$ cat config.mk
export PLATFORM = sky130hd
export DESIGN_NAME = load_queue
export DESIGN_NICKNAME = d
export VERILOG_FILES = /design/src/hdl/lsq_core_pkg.sv /design/src/hdl/lsq_bus_pkg.sv /design/src/hdl/load_queue.sv
export SDC_FILE = /design/constraint.sdc
export NUM_CORES = 2
export LEC_CHECK = 0
export BUFFER_PORTS_ARGS = -buffer_cell sky130_fd_sc_hd__buf_2
export CORE_MARGIN = 2
export CORE_UTILIZATION = 55
export CTS_BUF_LIST = sky130_fd_sc_hd__clkbuf_8
export CTS_CLUSTER_DIAMETER = 200
export DETAILED_ROUTE_END_ITERATION = 10
export PLACE_DENSITY = 0.75
export SLEW_MARGIN = 20
export SYNTH_ARGS = -nofsm -noshare
export SYNTH_HDL_FRONTEND = slang
export SYNTH_SLANG_ARGS = --single-unit
$ cat constraint.sdc
create_clock -name clock -period 21.5 [get_ports clock]
set_input_delay 4.3 -clock clock [delete_from_list [all_inputs] [get_ports clock]]
set_output_delay 4.3 -clock clock [all_outputs]
set_load 0.02 [all_outputs]
$ cat src/hdl/lsq_core_pkg.sv
/*
 * Core-side definitions for the load/store queue
 * Operand width, physical register tags, ROB indices and the
 * operation encoding seen at dispatch
 */
package lsq_core_pkg;

	// Operand or memory value
	typedef logic [63:0] data_t;

	// Physical register tag, 64 registers
	typedef logic [5:0] prf_tag_t;

	// ROB index, 32 entries
	typedef logic [4:0] rob_idx_t;

	// Memory operation kind at dispatch
	typedef enum logic [1:0] {
		op_none,
		op_load,
		op_store
	} lsq_op_e;

	// Stores write no register
	localparam prf_tag_t none_tag = '0;

endpackage

$ cat src/hdl/lsq_bus_pkg.sv
/*
 * Data-cache port definitions
 * Byte addresses, transaction tags and bus commands
 */
package lsq_bus_pkg;

	typedef logic [63:0] addr_t;   // Byte address

	// Zero on mem_response means the request was refused
	typedef logic [3:0] mem_tag_t;

	typedef enum logic [1:0] {
		bus_none,
		bus_load,
		bus_store
	} bus_command_e;

endpackage

$ cat src/hdl/load_queue.sv
`timescale 1ns/1ps
/*
 * Load queue
 * Holds dispatched loads, wakes offsets from the CDB, issues the lowest
 * ready load that is older than every store, maps cache tags to slots
 * and presents returned data as results
 */
module load_queue import lsq_core_pkg::*, lsq_bus_pkg::*; #(
	parameter int lq_size = 8
) (
	input  logic     clock,
	input  logic     reset,
	input  logic     lq_alloc,
	input  data_t    inst_opa,
	input  data_t    opb,
	input  logic     opb_valid,
	input  rob_idx_t inst_rob_idx,
	input  prf_tag_t inst_dest_tag,
	input  logic     cdb_in_valid,
	input  prf_tag_t cdb_in_tag,
	input  data_t    cdb_in_data,
	input  rob_idx_t rob_head,
	input  logic     sq_oldest_valid,
	input  rob_idx_t sq_oldest_rob_idx,
	input  logic     mispredict,
	input  logic     lq_grant,
	input  mem_tag_t mem_response,
	input  mem_tag_t mem_tag,
	input  data_t    mem_data_in,
	output logic     lq_req,
	output addr_t    lq_req_addr,
	output logic     lq_result_valid,
	output prf_tag_t lq_result_tag,
	output rob_idx_t lq_result_rob_idx,
	output data_t    lq_result_data,
	input  logic     lq_result_taken,
	output logic     lq_full
);
	localparam int lq_idx_w  = $clog2(lq_size);
	localparam int tag_count = 2 ** $bits(mem_tag_t);

	typedef logic [lq_idx_w-1:0] lq_slot_t;

	logic [lq_size-1:0] busy;
	logic [lq_size-1:0] issued;      // Accepted by the cache
	logic [lq_size-1:0] done;        // Data back, waiting for the CDB
	logic [lq_size-1:0] off_valid;
	data_t              base [lq_size];
	data_t              offset [lq_size];
	rob_idx_t           rob_idx [lq_size];
	prf_tag_t           dest_tag [lq_size];
	data_t              load_data [lq_size];

	logic [tag_count-1:0] tag_valid;
	lq_slot_t             tag_slot [tag_count];

	lq_slot_t alloc_slot;
	lq_slot_t pick_slot;
	lq_slot_t issue_slot;
	lq_slot_t result_slot;
	lq_slot_t ret_slot;
	lq_slot_t pend_slot;
	logic     pick_found;
	logic     pend_valid;      // Request seen but not yet granted
	logic     ret_hit;

	////////////////////////////////////////
	// Slot selection
	////////////////////////////////////////

	// Descending scans so the lowest slot wins
	always_comb begin
		alloc_slot = '0;
		for (int i = lq_size - 1; i >= 0; i--) begin
			if (!busy[i]) alloc_slot = lq_slot_t'(i);
		end
	end

	always_comb begin
		rob_idx_t load_age;
		rob_idx_t store_age;
		pick_found = 1'b0;
		pick_slot  = '0;
		store_age  = sq_oldest_rob_idx - rob_head;
		for (int i = lq_size - 1; i >= 0; i--) begin
			load_age = rob_idx[i] - rob_head;    // Distance from the ROB head
			if (busy[i] && off_valid[i] && !issued[i] &&
					(!sq_oldest_valid || load_age < store_age)) begin
				pick_found = 1'b1;
				pick_slot  = lq_slot_t'(i);
			end
		end
	end

	always_comb begin
		lq_result_valid = 1'b0;
		result_slot     = '0;
		for (int i = lq_size - 1; i >= 0; i--) begin
			if (done[i]) begin
				lq_result_valid = 1'b1;
				result_slot     = lq_slot_t'(i);
			end
		end
	end

	// A refused load keeps its slot so the grant names the right entry
	assign issue_slot  = pend_valid ? pend_slot : pick_slot;
	assign lq_req      = pend_valid || pick_found;
	assign lq_req_addr = base[issue_slot] + offset[issue_slot];

	assign lq_result_tag     = dest_tag[result_slot];
	assign lq_result_rob_idx = rob_idx[result_slot];
	assign lq_result_data    = load_data[result_slot];
	assign lq_full           = &busy;

	assign ret_hit  = tag_valid[mem_tag];    // Tag zero is never mapped
	assign ret_slot = tag_slot[mem_tag];

	////////////////////////////////////////
	// Entry control
	////////////////////////////////////////

	always_ff @(posedge clock) begin
		if (reset || mispredict) begin    // Squash also orphans late returns
			busy       <= '0;
			issued     <= '0;
			done       <= '0;
			tag_valid  <= '0;
			pend_valid <= 1'b0;
		end else begin
			if (ret_hit) begin
				done[ret_slot]     <= 1'b1;
				tag_valid[mem_tag] <= 1'b0;
			end
			if (lq_grant) begin
				issued[issue_slot]      <= 1'b1;
				tag_valid[mem_response] <= 1'b1;
			end
			if (lq_result_valid && lq_result_taken) begin
				busy[result_slot]   <= 1'b0;
				issued[result_slot] <= 1'b0;
				done[result_slot]   <= 1'b0;
			end
			if (lq_alloc) begin
				busy[alloc_slot]   <= 1'b1;
				issued[alloc_slot] <= 1'b0;
				done[alloc_slot]   <= 1'b0;
			end
			pend_valid <= lq_req && !lq_grant;
		end
	end

	always_ff @(posedge clock) begin
		pend_slot <= issue_slot;
		if (lq_grant) tag_slot[mem_response] <= issue_slot;
		if (ret_hit) load_data[ret_slot] <= mem_data_in;
		for (int i = 0; i < lq_size; i++) begin
			if (busy[i] && !off_valid[i] && cdb_in_valid &&
					cdb_in_tag == prf_tag_t'(offset[i])) begin
				offset[i]    <= cdb_in_data;
				off_valid[i] <= 1'b1;
			end
		end
		if (lq_alloc) begin    // Dispatch already bypassed this cycle's CDB
			base[alloc_slot]      <= inst_opa;
			offset[alloc_slot]    <= opb;
			off_valid[alloc_slot] <= opb_valid;
			rob_idx[alloc_slot]   <= inst_rob_idx;
			dest_tag[alloc_slot]  <= inst_dest_tag;
		end
	end

	// Every cache return names a load that is issued and still waiting
	assert property (@(posedge clock) disable iff (reset)
		ret_hit |-> busy[ret_slot] && issued[ret_slot] && !done[ret_slot]);

endmodule

# ---- Word level (Yosys, flattened, before mapping)
# Memory sizes are Yosys's and may differ from the RTL's.
# Index checks and enable logic that the tools add are counted.
# W data, S select, Z words.
dict set report word_totals {
  mem_bits_rw 1672
  in_bits 300
  output_inout_bits 142
  regBits 52
  memories 6
}
dict set report classes {
  bitwise_logic 13
  magnitude_cmp 20
  n_eq_ne 8
  add_sub_neg 10
  n_reduce_logical 85
  muxes 103
}
# memory words width read_ports rd_ports_with_merged_regs write_ports line_no
set memory_table {}
lappend memory_table {base 8 64 1 0 1 load_queue.sv:48} ;# data_t base [lq_size];
lappend memory_table {load_data 8 64 1 0 1 load_queue.sv:52} ;# data_t load_data [lq_size];
lappend memory_table {offset 8 64 9 0 9 load_queue.sv:49} ;# data_t offset [lq_size];
lappend memory_table {dest_tag 8 6 1 0 1 load_queue.sv:51} ;# prf_tag_t dest_tag [lq_size];
lappend memory_table {tag_slot 16 3 1 0 1 load_queue.sv:55} ;# lq_slot_t tag_slot [tag_count];
lappend memory_table {rob_idx 8 5 9 0 1 load_queue.sv:50} ;# rob_idx_t rob_idx [lq_size];
# op count
set op_table {}
lappend op_table {{$mux W8} 14}
lappend op_table {{$mux W3} 25}
lappend op_table {{$add A64 B64 Y64} 1}
lappend op_table {{$logic_and A1 B1 Y1} 56}
lappend op_table {{$mux W1} 53}
lappend op_table {{$eq A6 B6 Y1} 8}
lappend op_table {{$mux W16} 3}
lappend op_table {{$sub A5 B5 Y5} 9}
lappend op_table {{$and A8 B8 Y8} 5}
lappend op_table {{$lt A5 B5 Y1} 8}
lappend op_table {{$or A8 B8 Y8} 3}
lappend op_table {{$logic_not A1 Y1} 18}
lappend op_table {{$and A16 B16 Y16} 1}
lappend op_table {{$lt A3 B4 Y1 const B} 4}
lappend op_table {{$not A16 Y16} 1}
lappend op_table {{$not A8 Y8} 2}
lappend op_table {{$or A16 B16 Y16} 1}
lappend op_table {{$demux W1 S3} 4}
lappend op_table {{$ge A3 B1 Y1 const B} 4}
lappend op_table {{$logic_or A1 B1 Y1} 10}
lappend op_table {{$lt A4 B5 Y1 const B} 2}
lappend op_table {{$bwmux W8} 1}
lappend op_table {{$demux W1 S4} 2}
lappend op_table {{$ge A4 B1 Y1 const B} 2}
lappend op_table {{other kinds (2)} 2}

# ---- Longest topological paths before layout
dict set report logic_depth {
  ltp_word 25
  depth_mapped 36
}

# ---- Worst setup path after synthesis
# Ideal clock, no wire load.
dict set report synth_timing {
  path_kind {input to output}
  start {input port rob_head[1]}
  end {output port lq_req_addr[60]}
  path_stages 33
  arrival_time_ps 11037
  n_path_buf 3
  slack_ps 6163
  cell_sequence {inv_1 fa_1 xnor2_1 ha_1 a21oi_1 o21ai_0 maj3_2 a21o_1 a211oi_1 a21oi_1 o21ai_1 a21o_1 buf_4 inv_4 buf_6 buf_2 nand2_1 a21oi_1 or4_1 ha_1 fa_1 a21o_1 a21oi_1 o21ai_0 a21o_1 a21oi_1 o41ai_1 nand3_1 a31oi_1 a21o_1 a21oi_1 o21ai_0 xnor2_1}
}
dict set report synth_between {
  elab_chain_cells 15
  elab_cells_between_ends 45
  classes_between {add/sub: 10; order compare: 8; mux: 9; reduce/logical: 16; memory: 2}
}
# item line_no
set synth_rtl {}
lappend synth_rtl {{from (decl)} load_queue.sv:22} ;# input rob_idx_t rob_head,
lappend synth_rtl {{$sub A5 B5 Y5 (on tied branches)} {load_queue.sv:86, load_queue.sv:84}}
lappend synth_rtl {{$lt A5 B5 Y1} load_queue.sv:88} ;# (!sq_oldest_valid || load_age < store_age)) begin
lappend synth_rtl {{$logic_or A1 B1 Y1} load_queue.sv:88}
lappend synth_rtl {{$logic_and A1 B1 Y1} load_queue.sv:87} ;# if (busy[i] && off_valid[i] && !issued[i] &&
lappend synth_rtl {{$mux W3 (7 in series)} load_queue.sv:87}
lappend synth_rtl {{$mux W3 (*)} load_queue.sv:87}
lappend synth_rtl {{$mux W3 (*)} load_queue.sv:107} ;# assign issue_slot = pend_valid ? pend_slot : pick_slot;
lappend synth_rtl {{$mem_v2 Z8 W64 (on tied branches)} n/a}
lappend synth_rtl {{$add A64 B64 Y64 (*)} load_queue.sv:109} ;# assign lq_req_addr = base[issue_slot] + offset[issue_slot];
lappend synth_rtl {{to (decl)} load_queue.sv:31} ;# output addr_t lq_req_addr,
# Every way passes the cells marked *; elsewhere a longest branch is shown, timed or not.

# ---- Worst setup path after layout
dict set report layout_timing {
  start {input port rob_head[1]}
  end {output port lq_req_addr[63]}
}
# The elaborated chain is that of the path after synthesis.

==> results.txt <==
----------------------------------------------------
[Layout]
  Combined area of the multi-input logic cells ... 0.0254 mm2
  Final std cell area, no fill ... 0.0874 mm2
  Ratio of cells with drive above 1 in the final layout ... 0.163
  Most used cells in the layout excluding fill and tap cells ... 2290 x sky130_fd_sc_hd__nand2_1, 1672 x sky130_fd_sc_hd__edfxtp_1, 545 x sky130_fd_sc_hd__a21oi_1
  Register area ... 0.0512 mm2
  Layout overhead on the synthesized area ... 11.7%
  Layout filler cell count ... 10800
  Non-filler instance count after layout ... 9237
  Number of nets in the finished design ... 7534
  Most common cell after layout, fill and taps aside ... sky130_fd_sc_hd__nand2_1

[Timing]
  Tightest hold margin ... 467 ps
  Period utilisation layout ... 0.842
  Skew final ... 66.5 ps
  Final-report hold violation count ... 0
  Unrepaired setup endpoints after global routing ... false
  Max-slew violation count ... 0
  Slew at the pin closest to its max-slew limit ... 1230 ps
  Post-route minimum period ... 18100 ps
  Count of final setup violators ... 0
  Max Fclk ... 55.2 MHz
  Worst rel slew slack ... 0.179
  Fin Setup TNS ... 0 ps

[GRT]
  Antenna violations before repair ... 108
  Maximum number of pins on one net before global-route repair ... 236
  All-Layer GR Usage ... 0.307
  First-pass GRT wire length ... 335000 um
  Congestion Overflow GR ... 0
  Via count of the first global-routing pass ... 54600

[Clocking]
  Insertion delay of the later-clocked pin in the worst-skew pair ... 1050 ps
  CTS clock-pin slew for the worst setup and hold paths ... 60 ps
  Sinks on Clock Net ... 1724
  CTS tree ... built
  CTS max path bufs ... 4
  Resized cells post-CTS ... 0
  Number of H-tree branching levels ... 5
  Number of clock buffers inserted by TritonCTS ... 298
  Buffer cell driving the clock tree root ... sky130_fd_sc_hd__clkbuf_8
  Setup repair bufs after CTS ... 0
  CTS hold repair buffers ... 0

[Drt]
  1st-pass router iterations ... 6
  Vias ... 55900
  DRC violation count after routing ... 0
  Violation count after the first detailed-routing iteration ... 6894
  DRT Wirelength ... 227000 um
  WL/cell ... 24.6 um
  Vias per std cell ... 6.05
  Antenna Nets Post-Route ... 0

[Yosys]
  Number of flops mapped to enable cells by yosys ... 1672
  Fraction of synthesis flops using an asynchronous set or reset pin ... 0
  Cell types with the largest area share after synthesis ... sky130_fd_sc_hd__edfxtp_1 64%, sky130_fd_sc_hd__nand2_1 11%, sky130_fd_sc_hd__mux2_2 3.7%
  Flip-flop and latch count after synthesis ... 1724
  Area fraction of the dominant cell type after synthesis ... 0.642
  Post-synth top flop ... sky130_fd_sc_hd__edfxtp_1
  Post-synthesis share of cell area spent on and, or, nand and nor gates ... 0.157
  Synthesized Nets ... 7109
  Synth warnings ... 0
  Syn Std Cell Area ... 0.0782 mm2
  Share of synthesized area occupied by flip-flops and latches ... 0.655
  Average size of a mapped cell ... 11.7 um2
  Synthesized netlist cell count ... 6676
  Fraction of the mapped netlist area in adder cells ... 0.0233
  Fraction of synthesized area in multiplexers ... 0.0561
  Dominant combinational cell family by area after synthesis ... simple AND/OR/NAND/NOR gates
  Xor-xnor portion of the synthesized cell area ... 0.0165
  Distinct cell type count after synthesis ... 73
  Dominant cell type by area after synthesis ... sky130_fd_sc_hd__edfxtp_1
  Complex-gate fraction of the synthesized area ... 0.0681

[Critical path]
  R2R Path Start ... rob_idx[1][0]
  Start-to-end type of the worst setup path ... in2out
  R2R Setup Slk ... 16580 ps
  Number of cells on the worst reg-to-reg path ... 17
  Highest fanout seen on the critical path ... 158
  Destination of the worst register-to-register timing path ... issued[5]
  Req. time, crit path ... 17200 ps
  Critical Path Sink Type ... primary output
  Arrival time reported for the critical path endpoint ... 13800 ps
  Slowest cell on crit path ... sky130_fd_sc_hd__buf_4
  Most common cell type on the critical path ... sky130_fd_sc_hd__a21o_1
  Worst setup SP type ... input port
  Slowest cell delay on critical path ... 760 ps

[Placement]
  Count of input and output buffers ... 441
  Area after detailed placement ... 0.0821 mm2
  Final RePlAce weighted congestion ... 0.940
  DP HPWL ... 127000 um
  Placed cell count ... 8691

[Job]
  Max_cap viols ... 0

[Floorplan]
  I/O pin count ... 442
  Cell row count ... 138
  Die Ht ... 381 um
  CORE AREA ... 0.141 mm2
  Initial Utilization ... 0.553
  Die area ... 0.145 mm2
  DIE WIDTH ... 381 um

[Power]
  Total power of the final layout ... 6.98 mW
  Leakage power total ... 32.5 nW
  Worst IR Drop VDD ... 0.0000706 V
  P per Cell Area ... 79.9 mW/mm2

[Min path]
  End point of the most critical hold path ... issued[3]
  Number of cells on the worst hold path ... 2
  Worst hold path type ... reg2reg
  Startpoint of the lowest-slack hold path ... issued[3]

[Outcome]
  Status ... complete, no violations

----------------------------------------------------
sequential cells by signal, summed over array words and instances (netlist names):
| signal | flops |
|---|---|
| dest_tag | 48 |
| busy | 8 |
| rob_idx | 40 |
| pend_slot | 3 |
| load_data | 512 |
| offset | 512 |
| base | 512 |
| tag_slot | 48 |
| issued | 8 |
| done | 8 |
| pend_valid | 1 |
| off_valid | 8 |
| tag_valid | 16 |
metal layers:
metal  wire (um)  GRT usage  up-vias
met5         512          0        -
met4        9970      0.146       84
met3       28800     0.0987      713
met2      106000      0.486     3330
met1       81700      0.383    26900
li1            -          -    24900
synth_stat cells (all sizes together), types with 7 or more instances:
| library cell | instances |
|---|---|
| fa | 10 |
| nand2b | 19 |
| or2 | 9 |
| nand2 | 2294 |
| clkbuf | 261 |
| xor2 | 51 |
| dfxtp | 52 |
| a21o | 73 |
| o21bai | 16 |
| mux2 | 256 |
| o21ai | 68 |
| mux4 | 20 |
| nor4 | 10 |
| a32oi | 97 |
| edfxtp | 1672 |
| a221oi | 10 |
| a31oi | 28 |
| ha | 123 |
| inv | 61 |
| nand3b | 7 |
| nor2 | 106 |
| mux2i | 105 |
| buf | 126 |
| maj3 | 8 |
| a21oi | 546 |
| nor3 | 13 |
| or4 | 105 |
| and3 | 111 |
| nor2b | 19 |
| xnor2 | 93 |
| nand4 | 18 |
| nand3 | 220 |
logic make-up (layout without fill, tap and decap cells):
| group | after synthesis | count (layout) |
|---|---|---|
| AOI/OAI and AO/OA | 892 | 892 |
| xor gates and xnor gates | 145 | 145 |
| adders and majority gates | 141 | 141 |
| buffers and inverters | 448 | 1055 |
| DFF | 1724 | 1724 |
| muxes | 381 | 381 |
| other | 0 | 64 |
| and+or+nand+nor | 2945 | 2945 |
where the power goes:
part           switching (mW)  internal (mW)  total, mW
combinational           0.382          0.209      0.591
sequential            0.00915           3.72       3.73
clock                    1.29           1.37       2.66
how the worst max path moves through the flow:
| stage | from | to | slack [ps] | cells past startpoint |
|---|---|---|---|---|
| final | rob_head[1] | lq_req_addr[63] | 3400 | 30 |
| after global routing | rob_head[1] | lq_req_addr[63] | 2780 | 31 |
| after detailed placement | rob_head[1] | lq_req_addr[60] | 3480 | 32 |
| after floorplan | rob_head[1] | lq_req_addr[60] | 6160 | 33 |
| after CTS | rob_head[1] | lq_req_addr[60] | 3440 | 32 |
| after global placement | rob_head[1] | lq_req_addr[63] | 3580 | 30 |
cell type report:
cell class,instances,share of cell area
Timing Repair Buffer,512,0.0325
Clock buffer,304,0.0479
Inverter,61,0.00304
Clock inverter,178,0.0102
Antenna cell,64,0.00183
Multi-Input combinational cell,4504,0.291
Sequential cell,1724,0.587
Tap cell,1890,0.0271
worst max-delay path: cells and delay by family:
kind,cells,cell delay (ps)
AO/OA/AOI/OAI,16,4100
buffers and inverters,5,2080
adder cells (fa/ha/maj),4,1590
XOR/XNOR,2,1060
AND/OR/NAND/NOR,3,500
metrics by stage:
| stage | util | worst slack, ps |
|---|---|---|
| floorplan | - | 6160 |
| global placement | 0.581 | 3580 |
| global route | 0.617 | 2780 |
| detailed placement | 0.581 | 3480 |
| finish | 0.618 | 3400 |
| CTS | 0.617 | 3440 |
Power figures use the tool's default switching activity.
